<file path="config.mk">
export PLATFORM = sky130hd
export DESIGN_NAME = sysmap_busif
export DESIGN_NICKNAME = d
export VERILOG_FILES = /design/src/hdl/sysmap_types_pkg.sv /design/src/hdl/sysmap_regmap_pkg.sv /design/src/hdl/sysmap_base_bank.sv /design/src/hdl/sysmap_flag_bank.sv /design/src/hdl/sysmap_read_mux.sv /design/src/hdl/sysmap_busif.sv
export SDC_FILE = /design/constraint.sdc
export NUM_CORES = 1
export LEC_CHECK = 0
export BUFFER_PORTS_ARGS = -buffer_cell sky130_fd_sc_hd__buf_2
export CAP_MARGIN = 20
export CORE_AREA = 2 2 181 183
export CTS_BUF_LIST = sky130_fd_sc_hd__clkbuf_4 sky130_fd_sc_hd__clkbuf_8 sky130_fd_sc_hd__clkbuf_16
export CTS_CLUSTER_DIAMETER = 50
export DETAILED_ROUTE_END_ITERATION = 8
export DIE_AREA = 0 0 183 185
export PLACE_DENSITY = 0.68
export SLEW_MARGIN = 20
export SYNTH_ARGS = -nofsm -noshare
export SYNTH_HDL_FRONTEND = slang
export SYNTH_SLANG_ARGS = --single-unit
export TNS_END_PERCENT = 100
</file>
<file path="constraint.sdc">
create_clock -name forever_cpuclk -period 5.5 [get_ports forever_cpuclk]
set_clock_uncertainty 0.05 [all_clocks]
set_input_delay 1.65 -clock forever_cpuclk [delete_from_list [all_inputs] [get_ports forever_cpuclk]]
set_output_delay 1.65 -clock forever_cpuclk [all_outputs]
set_load 0.1 [all_outputs]
</file>
<file path="src/hdl/sysmap_types_pkg.sv">
// ========================================
// System map types
// Widths and vector types for region base
// addresses, flags, pad attributes and the
// peripheral bus fields
// ========================================

`default_nettype none

package sysmap_types_pkg;

  // Base register holds address bits 31:12
  localparam int base_width = 20;
  localparam int flag_width = 5;
  localparam int attr_width = 3;

  // Peripheral bus fields
  localparam int bus_addr_width = 16;
  localparam int bus_data_width = 32;

  typedef logic [base_width-1:0]     base_addr_t;
  typedef logic [flag_width-1:0]     flag_t;
  typedef logic [attr_width-1:0]     attr_t;
  typedef logic [bus_addr_width-1:0] bus_addr_t;
  typedef logic [bus_data_width-1:0] bus_data_t;

endpackage

`default_nettype wire

</file>
<file path="src/hdl/sysmap_regmap_pkg.sv">
// ========================================
// System map register layout
// Region stride, flag offset, decoded
// address width and default region count
// ========================================

`default_nettype none

package sysmap_regmap_pkg;

  // Byte distance between two regions
  localparam int region_stride = 8;

  // Flag register sits one word above the base register
  localparam int flag_offset = 4;

  // Only address bits 11:0 take part in decoding
  localparam int decode_bits = 12;

  localparam int default_region_count = 8;

  // Low bits select the register inside a region
  localparam int stride_bits = $clog2(region_stride);

  // Remaining decoded bits give the region index for up to 512 regions
  localparam int index_bits = decode_bits - stride_bits;

endpackage

`default_nettype wire

</file>
<file path="src/hdl/sysmap_base_bank.sv">
// ========================================
// System map base address bank
// One base register per region, loaded
// from pad defaults or by bus writes
// ========================================

`timescale 1ns/1ps
`default_nettype none

module sysmap_base_bank #(
  parameter int region_count = sysmap_regmap_pkg::default_region_count
) (
  input  wire                                            forever_cpuclk,
  input  wire                                            reset,
  input  wire                                            sel,
  input  wire                                            write,
  input  wire sysmap_types_pkg::bus_addr_t               addr,
  input  wire sysmap_types_pkg::bus_data_t               wdata,
  input  wire                                            rst_sample,
  input  wire sysmap_types_pkg::base_addr_t [region_count-1:0] pad_base,
  output sysmap_types_pkg::base_addr_t [region_count-1:0]     base_values
);

  localparam int stride_w = sysmap_regmap_pkg::stride_bits;
  localparam int index_w  = sysmap_regmap_pkg::index_bits;
  localparam int decode_w = sysmap_regmap_pkg::decode_bits;
  localparam int base_w   = sysmap_types_pkg::base_width;

  logic                   bus_wr;
  logic [index_w-1:0]     addr_index;
  logic [stride_w-1:0]    addr_offset;
  logic                   base_slot;
  logic [region_count-1:0] wr_hit;

  sysmap_types_pkg::base_addr_t [region_count-1:0] base_q;

  assign bus_wr = sel & write;

  // Split decoded bits into region index and in-region offset
  assign addr_index  = addr[decode_w-1:stride_w];
  assign addr_offset = addr[stride_w-1:0];

  // Base register is the first word of each region
  assign base_slot = (addr_offset == '0);

  for (genvar i = 0; i < region_count; i++)
  begin : g_region
    assign wr_hit[i] = bus_wr && base_slot && (addr_index == index_w'(i));

    // Pad sample wins over a bus write in the same cycle
    always_ff @(posedge forever_cpuclk)
    begin
      if (reset)
      begin
        base_q[i] <= '0;
      end
      else if (rst_sample)
      begin
        base_q[i] <= pad_base[i];
      end
      else if (wr_hit[i])
      begin
        base_q[i] <= wdata[base_w-1:0];
      end
    end
  end

  assign base_values = base_q;

endmodule

`default_nettype wire

</file>
<file path="src/hdl/sysmap_flag_bank.sv">
// ========================================
// System map flag bank
// One flag register per region, loaded
// from pad attributes or by bus writes
// ========================================

`timescale 1ns/1ps
`default_nettype none

module sysmap_flag_bank #(
  parameter int region_count = sysmap_regmap_pkg::default_region_count
) (
  input  wire                                          forever_cpuclk,
  input  wire                                          reset,
  input  wire                                          sel,
  input  wire                                          write,
  input  wire sysmap_types_pkg::bus_addr_t             addr,
  input  wire sysmap_types_pkg::bus_data_t             wdata,
  input  wire                                          rst_sample,
  input  wire sysmap_types_pkg::attr_t [region_count-1:0] pad_attr,
  output sysmap_types_pkg::flag_t [region_count-1:0]      flag_values
);

  localparam int stride_w = sysmap_regmap_pkg::stride_bits;
  localparam int index_w  = sysmap_regmap_pkg::index_bits;
  localparam int decode_w = sysmap_regmap_pkg::decode_bits;
  localparam int flag_w   = sysmap_types_pkg::flag_width;

  logic                    bus_wr;
  logic [index_w-1:0]      addr_index;
  logic [stride_w-1:0]     addr_offset;
  logic                    flag_slot;
  logic [region_count-1:0] wr_hit;

  sysmap_types_pkg::flag_t [region_count-1:0] flag_q;

  assign bus_wr = sel & write;

  assign addr_index  = addr[decode_w-1:stride_w];
  assign addr_offset = addr[stride_w-1:0];

  // Flag register is the second word of each region
  assign flag_slot = (addr_offset == stride_w'(sysmap_regmap_pkg::flag_offset));

  for (genvar i = 0; i < region_count; i++)
  begin : g_region
    assign wr_hit[i] = bus_wr && flag_slot && (addr_index == index_w'(i));

    // Pad attribute lands in the low bits with upper flag bits cleared
    always_ff @(posedge forever_cpuclk)
    begin
      if (reset)
      begin
        flag_q[i] <= '0;
      end
      else if (rst_sample)
      begin
        flag_q[i] <= sysmap_types_pkg::flag_t'(pad_attr[i]);
      end
      else if (wr_hit[i])
      begin
        flag_q[i] <= wdata[flag_w-1:0];
      end
    end
  end

  assign flag_values = flag_q;

endmodule

`default_nettype wire

</file>
<file path="src/hdl/sysmap_read_mux.sv">
// ========================================
// System map read mux
// Picks the addressed base or flag value
// and zero-extends it onto the read data
// ========================================

`timescale 1ns/1ps
`default_nettype none

module sysmap_read_mux #(
  parameter int region_count = sysmap_regmap_pkg::default_region_count
) (
  input  wire sysmap_types_pkg::bus_addr_t                    addr,
  input  wire sysmap_types_pkg::base_addr_t [region_count-1:0] base_values,
  input  wire sysmap_types_pkg::flag_t [region_count-1:0]      flag_values,
  output sysmap_types_pkg::bus_data_t                          rdata
);

  localparam int stride_w = sysmap_regmap_pkg::stride_bits;
  localparam int index_w  = sysmap_regmap_pkg::index_bits;
  localparam int decode_w = sysmap_regmap_pkg::decode_bits;

  logic [index_w-1:0]  addr_index;
  logic [stride_w-1:0] addr_offset;
  logic                index_valid;

  assign addr_index  = addr[decode_w-1:stride_w];
  assign addr_offset = addr[stride_w-1:0];

  // Indices past the last region read as zero
  assign index_valid = (32'(addr_index) < region_count);

  always_comb
  begin
    rdata = '0;
    if (index_valid)
    begin
      if (addr_offset == '0)
      begin
        rdata = sysmap_types_pkg::bus_data_t'(base_values[addr_index]);
      end
      else if (addr_offset == stride_w'(sysmap_regmap_pkg::flag_offset))
      begin
        rdata = sysmap_types_pkg::bus_data_t'(flag_values[addr_index]);
      end
      // Misaligned or reserved offsets fall through to zero
    end
  end

endmodule

`default_nettype wire

</file>
<file path="src/hdl/sysmap_busif.sv">
// ========================================
// System map bus interface
// Top of the region register block: base
// and flag banks, read mux and completion
// ========================================

`timescale 1ns/1ps
`default_nettype none

module sysmap_busif #(
  parameter int region_count = sysmap_regmap_pkg::default_region_count
) (
  input  wire                                                  forever_cpuclk,
  input  wire                                                  reset,

  // Peripheral bus request
  input  wire                                                  sysmap_sel,
  input  wire                                                  sysmap_write,
  input  wire sysmap_types_pkg::bus_addr_t                     sysmap_addr,
  input  wire sysmap_types_pkg::bus_data_t                     sysmap_wdata,

  // Pad defaults and their sample pulse
  input  wire                                                  sysmap_rst_sample,
  input  wire sysmap_types_pkg::base_addr_t [region_count-1:0] pad_sysmap_base,
  input  wire sysmap_types_pkg::attr_t [region_count-1:0]      pad_sysmap_attr,

  // Bus response
  output logic                                                 sysmap_cmplt,
  output sysmap_types_pkg::bus_data_t                          sysmap_rdata,

  // Current region settings
  output sysmap_types_pkg::base_addr_t [region_count-1:0]      sysmap_base_values,
  output sysmap_types_pkg::flag_t [region_count-1:0]           sysmap_flag_values
);

  // Every request finishes in the cycle it is presented
  assign sysmap_cmplt = sysmap_sel;

  sysmap_base_bank #(
    .region_count (region_count)
  ) base_bank_inst (
    .forever_cpuclk (forever_cpuclk),
    .reset          (reset),
    .sel            (sysmap_sel),
    .write          (sysmap_write),
    .addr           (sysmap_addr),
    .wdata          (sysmap_wdata),
    .rst_sample     (sysmap_rst_sample),
    .pad_base       (pad_sysmap_base),
    .base_values    (sysmap_base_values)
  );

  sysmap_flag_bank #(
    .region_count (region_count)
  ) flag_bank_inst (
    .forever_cpuclk (forever_cpuclk),
    .reset          (reset),
    .sel            (sysmap_sel),
    .write          (sysmap_write),
    .addr           (sysmap_addr),
    .wdata          (sysmap_wdata),
    .rst_sample     (sysmap_rst_sample),
    .pad_attr       (pad_sysmap_attr),
    .flag_values    (sysmap_flag_values)
  );

  // Read data is combinational and valid alongside completion
  sysmap_read_mux #(
    .region_count (region_count)
  ) read_mux_inst (
    .addr        (sysmap_addr),
    .base_values (sysmap_base_values),
    .flag_values (sysmap_flag_values),
    .rdata       (sysmap_rdata)
  );

endmodule

`default_nettype wire

</file>
==> flow_summary.toml, run 1 <==
[cts]
cts_num_sinks = 200
clock-root-buffer = "clkbuf_16"
ctsHoldBuffers = 0
path_clk_slew_ps = 80
post_cts_resize_count = 0
cts_buffer_depth = 2
htree_levels = 4
numCtsBuffers = 17
clkLatencyLatePin_ps = 440
cts_setup_buffers = 0
cts_tree = "built"

[grt]
overflow = 0
grt_max_degree = 161
grt_pass1_vias = 10400
grt_antenna_before_repair = 9
grt_pass1_wl_mm = 66.7
grt_usage_pct = 26.2

[power_and_ir_drop]
peakVddDrop_mv = 0.203
p_leak_nw = 5.80
power_density_mw_per_mm2 = 308

[drt]
ant_nets = 0
drt-total-wl_mm = 46.3
dr.pass1.iters = 5
via_count = 11400
first_iter_violations = 1167
drt-vias-per-instance = 5.86
wire_per_inst_um = 23.7
drc = 0

[placement]
dp_hpwl_mm = 34.8
place_inst = 1914
port_buffers = 441
routabilityCongestion = 0.945

[cells_and_area]
drive_above_1_share_pct = 38.5
nNetsFinal = 1762
fin_cells = 1954
multi_input_comb_area_sq_mm = 0.00620
regArea_sq_mm = 0.00400
final_core_utilization_pct = 43.8
layout-area-overhead-vs-synth_pct = 32.1
fillCellCount = 3250

[logic_synthesis]
synth_seq_cells = 200
syn_area_sq_mm = 0.0106
synth_cell_types = 40
synthCells = 1176
synth_area_per_cell_sq_um = 9.03
yosysWarningCount = 0
synth_seq_area_share_pct = 37.7

[die]
start_util_pct = 33.2
dieArea_sq_mm = 0.0339
num_rows = 66
pin_count = 470
die_x_um = 183
die_h_um = 185
core_area_sq_mm = 0.0320

[worst_setup_path]
critPathBufInv = 3
cp.required_ps = 3800
arrival_ps = 3480
cpPeakStageDelay_ps = 570
criticalPathCategory = "input pin to output pin"
worstPathCellList = "buf_4, buf_12, mux4_2, mux2i_1, nor2_4, buf_12"
critPathCaptureType = "output pin"
cpMaxStageDelayCell = "mux4_2"
cp_top_family = "buffers and inverters"
crit_top_cell = "buf_12"
crit_fanout = 31
setup.worst_path.start_class = "input pin"

[sta]
period_needed_ps = 5180
max_slew_margin_pct = 30.2
layout_worst_path_cycle_share_pct = 94.3
finalHoldViolCount = 0
drv_slew = 0
tns_ps = 0
tightest_slew_ps = 1050
timing.fmax_mhz = 193
rsz0062_at_grt = "no"
setup-violations-final = 0

[status]
outcome = "complete, no violations"

[min_path]
hp-class = "register to register"

[flow_run]
cap_violations = 0
-- per-layer routing --
layer  share of wire [%]  global-route usage (%)  up-vias
met1                  45                    38.3     5587
met2                  44                    38.6      652
met3                 8.3                    4.76       76
met4                 3.2                    9.12        0
li1                    -                       -     5128
met5                   0                       0        -
-- path summary, 6_finish.rpt --
path                                       start                              to  slack (ps)  cells after the start
setup / recovery                  sysmap_addr[3]                sysmap_rdata[10]         320                      6
hold / removal    base_bank_inst.base_values[63]  base_bank_inst.base_values[63]         460                      2
setup reg to reg   base_bank_inst.base_values[4]   base_bank_inst.base_values[4]        4380                      2
hold reg to reg   base_bank_inst.base_values[63]  base_bank_inst.base_values[63]         460                      2
-- synth_stat cells, drive strengths merged --
cell	number	area share [%]
dfxtp	200	38
nor3	182	8.6
clkbuf	111	3.9
nor2b	102	6.0
a211oi	98	6.9
a21oi	95	4.5
nor4	62	3.7
nor2	60	2.1
nor3b	58	4.1
mux4	50	11
mux2i	44	4.1
buf	35	1.9
a2111oi	19	1.6
nand4	10	0.59
mux2	9	0.95
or2	6	0.35
o22ai	5	0.29
nand2	3	0.11
or3b	3	0.25
or4	3	0.28
and3b	2	0.16
nand2b	2	0.12
nand3b	2	0.14
o21ai	2	0.094
o22a	2	0.16
or3	2	0.12
a31oi	1	0.059
and3	1	0.059
and4	1	0.082
conb	1	0.035
nand3	1	0.047
nand4b	1	0.082
nand4bb	1	0.11
nor4bb	1	0.094
or4b	1	0.094
-- stage by stage --
stage	instance area [sq um]	hold slack, ps	power [mW]	worst slack (ps)
global route	14000	492	4.45	174
detailed placement	13400	455	3.05	274
CTS	14000	465	4.33	283
floorplan	10800	870	2.73	4.66
global placement	13400	430	3.04	296
finish	14000	464	4.32	316
-- cells by family after synthesis --
family	after synthesis	synth area share [%]
other cells	1	0.0353
compound gates	222	13.6
buf+inv	146	5.78
simple gates	504	27.2
flops	200	37.7
mux	103	15.7
-- layout make-up --
| cell class | count | share of cell area [%] |
|---|---|---|
| diodes | 9 | 0.160 |
| repair buffers | 465 | 19.4 |
| clock inverters | 13 | 0.972 |
| flip-flops and latches | 200 | 28.5 |
| well taps | 408 | 3.64 |
| multi-input cells | 841 | 44.2 |
| clock buffers | 18 | 3.13 |
-- sequential cells by signal, summed over array words and instances (netlist names) --
register	flops
base_bank_inst.base_values	160
flag_bank_inst.flag_values	40
-- placed cells by master (no fill, tap or decap), types with 21 or more instances in the layout --
master	count
a211oi_1	98
a21oi_1	95
buf_12	21
buf_2	417
buf_4	25
dfxtp_1	200
mux2i_1	44
mux4_2	50
nor2_1	45
nor2b_1	102
nor3_1	182
nor3b_1	58
nor4_1	57
-- worst min-delay path: stages, from the launching register on --
cell and delay (ps):
dfxtp_1 330, nand2b_1 70, o21ai_0 60
-- power by group --
group | leakage (nW) | internal (mW) | switching [mW]
Combinational | 3.86 | 0.312 | 1.09
Sequential | 1.66 | 1.54 | 0.0912
Clock | 0.279 | 0.651 | 0.634
Total | 5.80 | 2.51 | 1.81
(Power assumes the default switching activity.)
==> run 2: changes to the inputs <==
Settings changed: BUFFER_PORTS_ARGS -buffer_cell sky130_fd_sc_hd__buf_2 to default, CORE_AREA 2 2 181 183 to 2 2 182 184, DIE_AREA 0 0 183 185 to 0 0 184 186, DONT_BUFFER_PORTS from default to 1, PLACE_DENSITY 0.68 to 0.55, RECOVER_POWER from default to 50.
==> flow_summary.toml, run 2 (same netlist as run 1, synthesis figures left out) <==
[sta]
setup-violations-final = 0
drv_slew = 41
tns_ps = 0
finalHoldViolCount = 0
rsz0062_at_grt = "no"
setup_ws_ps = 671
layout_worst_path_cycle_share_pct = 87.8
period_needed_ps = 4830
tightest_slew_ps = 1730
timing.fmax_mhz = 207
max_slew_margin_pct = -15.1

[grt]
grt_usage_pct = 25.0
grt_antenna_before_repair = 3
grt_pass1_wl_mm = 62.7
overflow = 0
grt_max_degree = 467
grt_pass1_vias = 9151

[cts]
path_clk_slew_ps = 80
clock-root-buffer = "clkbuf_16"
numCtsBuffers = 17
clkLatencyLatePin_ps = 440
cts_tree = "built"
htree_levels = 4
ctsHoldBuffers = 0
cts_setup_buffers = 0
cts_buffer_depth = 2
cts_num_sinks = 200
post_cts_resize_count = 0

[drt]
drc = 0
drt-vias-per-instance = 5.88
dr.pass1.iters = 5
ant_nets = 0
wire_per_inst_um = 26.2
first_iter_violations = 843
drt-total-wl_mm = 44.5
via_count = 10000

[cells_and_area]
final_cell_mix = "200 x dfxtp_1, 182 x nor3_1, 182 x clkbuf_1"
nNetsFinal = 1510
fillCellCount = 3355
final_area_sq_mm = 0.0125
final_common_cell = "dfxtp_1"
drive_above_1_share_pct = 12.3
largest_reg_flops = 160
final_core_utilization_pct = 38.7
layout-area-overhead-vs-synth_pct = 17.5

[worst_setup_path]
r2r_slack_ps = 3470
criticalPathCategory = "input pin to output pin"
arrival_ps = 3130
setup.worst_path.start_class = "input pin"
crit_fanout = 12
critPathCaptureType = "output pin"
cp.required_ps = 3800

[die]
die_h_um = 186
pin_count = 470
die_x_um = 184
dieArea_sq_mm = 0.0342
num_rows = 66
start_util_pct = 33.0
core_area_sq_mm = 0.0322

[power_and_ir_drop]
power_density_mw_per_mm2 = 327
power_mw = 4.08
p_leak_nw = 4.10
peakVddDrop_mv = 0.212

[min_path]
hp-class = "register to register"

[status]
violations = "capacitance limit, slew limit"
outcome = "complete, but fails checks"

[placement]
port_buffers = 0
dp_hpwl_mm = 31.9
place_ws_ps = 673
routabilityCongestion = 0.845
dpl_cell_area_sq_mm = 0.0126

[flow_run]
cap_violations = 1
## run 2: cell types whose count changed in the layout (fill, tap and decap cells not counted), moves of 2 or more
cell,previous run,this run
clkbuf_8,1,3
clkbuf_1,0,182
inv_8,3,1
diode_2,9,6
buf_4,25,11
buf_2,417,0
## run 2: final cells by class
type	instances	area (sq um)	area share [%]
repair buffers	213	1170	9.34
flip-flops and latches	200	4000	32.1
well taps	408	510	4.09
clock buffers	21	474	3.80
diodes	6	15.0	0.120
multi-input cells	841	6200	49.7
clock inverters	11	111	0.892
## run 2: worst paths after layout
path	startpoint	end	cells after the start
max reg2reg	base_bank_inst.base_values[9]	base_bank_inst.base_values[9]	3
min	flag_bank_inst.flag_values[21]	flag_bank_inst.flag_values[21]	3
max	sysmap_addr[10]	sysmap_rdata[1]	6
min reg2reg	flag_bank_inst.flag_values[21]	flag_bank_inst.flag_values[21]	3
## run 2: through the flow
stage	hold WS, ps	std cells
after floorplan	870	1187
after global placement	672	1662
after detailed placement	680	1662
after CTS	690	1694
after global routing	1060	1696
final	1040	1700
## run 2: per-layer routing
layer  up-vias  part of all wire [%]  global-route usage [%]
met1      4832                    45                    36.2
li1       4629                     -                       -
met5         -                     0                       0
met3        58                   9.7                    7.00
met2       481                    43                    35.7
met4         0                   2.3                    7.87
## run 2: power breakdown
| group | switching, mW | total [mW] | internal [mW] |
|---|---|---|---|
| logic | 0.909 | 1.13 | 0.222 |
| registers | 0.110 | 1.65 | 1.54 |
| clock network | 0.622 | 1.30 | 0.676 |
| total | 1.64 | 4.08 | 2.44 |
## run 2: worst max-delay path: stages
cell      delay, ps
nor4_1          380
buf_4           250
nand3b_1        140
buf_4           250
o22ai_2         240
buf_12          210
==> run 3: changes to the inputs <==
Settings changed: ABC_AREA from default to 1, CORE_AREA 2 2 182 184 to 2 2 184 186, DIE_AREA 0 0 184 186 to 0 0 186 188, PLACE_DENSITY 0.55 to 0.58.
==> flow_summary.toml, run 3 <==
[worst_setup_path]
crit_fanout = 55
arrival_ps = 3350
ff2ff_path_depth = 5
r2r_slack_ps = 3580
criticalPathCategory = "input pin to output pin"
critPathCaptureType = "output pin"
r2r_start = "base_bank_inst.base_values[122]"
setup.worst_path.start_class = "input pin"
r2r-end = "base_bank_inst.base_values[122]"
cp.required_ps = 3800

[drt]
drc = 0
drt-vias-per-instance = 5.25
via_count = 13100
first_iter_violations = 823
drt-total-wl_mm = 52.7
ant_nets = 0
wire_per_inst_um = 21.1
dr.pass1.iters = 5

[cells_and_area]
fin_cells = 2495
drive_above_1_share_pct = 5.13
final_core_utilization_pct = 39.7
final_cell_mix = "769 x nand2_1, 369 x nor2_1, 200 x dfxtp_1"
antennaDiodeCount = 0
largest_reg_flops = 160
nNetsFinal = 2272
fillCellCount = 3700
final_area_sq_mm = 0.0132
layout-area-overhead-vs-synth_pct = 12.0
final_common_cell = "nand2_1"

[logic_synthesis]
synth.most_common_cell = "nand2_1"
yosysTopAreaCell = "dfxtp_1"
synth_seq_cells = 200
synth-edff-count = 0
synth_cell_types = 26
synth_area_leaders = "dfxtp_1 34%, nand2_1 25%, nor2_1 12%, nand3_1 6.3%, nand3b_1 5.1%"
synth_common_cells = "768 x nand2_1, 381 x nor2_1, 200 x dfxtp_1"
synth_area_per_cell_sq_um = 5.83
synth.top_cell.area_share_pct = 34.1
yosysWarningCount = 0
async_reset_ff_share_pct = 0
synth_ff_type = "dfxtp_1"
synth_seq_area_share_pct = 34.1
synthCells = 2014
syn_area_sq_mm = 0.0118

[placement]
place_ws_ps = 497
routabilityCongestion = 0.916
dp_hpwl_mm = 37.8
port_buffers = 0
place_inst = 2464
dpl_cell_area_sq_mm = 0.0129

[grt]
use_met1_pct = 32.4
grt_usage_pct = 29.6
grt_max_degree = 187
grt_pass1_vias = 12300
grt.busiest_layer = "met2"
grtUsageMet3_pct = 10.2
use_met2_pct = 50.8
grt_pass1_wl_mm = 76.3
grt_antenna_before_repair = 0
overflow = 0

[die]
dieArea_sq_mm = 0.0350
start_util_pct = 35.5
die_h_um = 188
core_area_sq_mm = 0.0331
pin_count = 470
num_rows = 67
die_x_um = 186

[cts]
ctsHoldBuffers = 0
post_cts_resize_count = 0
path_clk_slew_ps = 80
cts_tree = "built"
htree_levels = 4
clock-root-buffer = "clkbuf_16"
numCtsBuffers = 17
cts_num_sinks = 200
cts_setup_buffers = 0
cts_buffer_depth = 2
clkLatencyLatePin_ps = 460

[sta]
whs_ps = 420
tightest_slew_ps = 1680
period_needed_ps = 5050
setup-violations-final = 0
setup_ws_ps = 451
layout_worst_path_cycle_share_pct = 91.8
rsz0062_at_grt = "no"
drv_slew = 36
finalHoldViolCount = 0
timing.fmax_mhz = 198
tns_ps = 0
max_slew_margin_pct = -11.9

[power_and_ir_drop]
peakVddDrop_mv = 0.234
power_mw = 4.28
p_leak_nw = 6.47
power_density_mw_per_mm2 = 325

[min_path]
hp-start = "flag_bank_inst.flag_values[3]"
min_to = "flag_bank_inst.flag_values[3]"
hold_depth = 2
hp-class = "register to register"

[status]
outcome = "complete, but fails checks"
violations = "capacitance limit, slew limit"

[flow_run]
cap_violations = 1
-- run 3: changes by cell type after synthesis, moves of 50 or more --
cell,change
clkbuf_1,-56
nand3b_1,+78
nor3b_1,-58
inv_1,+138
nand3_1,+148
nor4_1,-61
nor2b_1,-102
mux4_2,-50
nor2_1,+321
nand2_1,+765
a211oi_1,-98
nor3_1,-171
-- run 3: how the worst max path moves through the flow --
stage	start	to	slack, ps	cells after the start
global route	sysmap_addr[3]	sysmap_rdata[19]	330	9
floorplan	sysmap_addr[9]	sysmap_rdata[10]	-30	6
finish	sysmap_addr[3]	sysmap_rdata[12]	450	5
detailed placement	sysmap_addr[9]	sysmap_rdata[5]	500	7
global placement	sysmap_addr[9]	sysmap_rdata[5]	520	7
CTS	sysmap_addr[9]	sysmap_rdata[5]	480	7
-- run 3: metal layers --
metal	part of all wire (%)	routed length [um]
met1	36	19100
met2	48	25500
met3	11	5590
met5	0	0
met4	4.6	2430
-- run 3: cells by family after synthesis --
| group | Yosys count | synth area share, % |
|---|---|---|
| DFF | 200 | 34.1 |
| other | 1 | 0.0319 |
| AOI/OAI and AO/OA | 122 | 5.85 |
| and+or+nand+nor | 1406 | 49.6 |
| buffers and inverters | 285 | 10.4 |
-- run 3: area by class of cell --
class / instances / area [sq um] / share of cell area [%]
clock buffers: 17 / 425 / 3.23
multi-input cells: 1540 / 6620 / 50.3
inverters: 148 / 566 / 4.30
flip-flops and latches: 200 / 4000 / 30.4
well taps: 448 / 561 / 4.26
clock inverters: 14 / 139 / 1.06
repair buffers: 128 / 847 / 6.44
-- run 3: critical path, stage by stage --
cell and delay, ps:
nand2_2 170, inv_1 580, a21oi_1 370, a21oi_2 330, buf_12 210
-- run 3: power by group --
| group | total, mW | leakage [nW] | internal [mW] | switching, mW |
|---|---|---|---|---|
| Combinational | 0.937 | 4.55 | 0.206 | 0.730 |
| Clock | 1.29 | 0.263 | 0.634 | 0.660 |
| Sequential | 2.05 | 1.66 | 1.54 | 0.503 |
| Total | 4.28 | 6.47 | 2.38 | 1.89 |
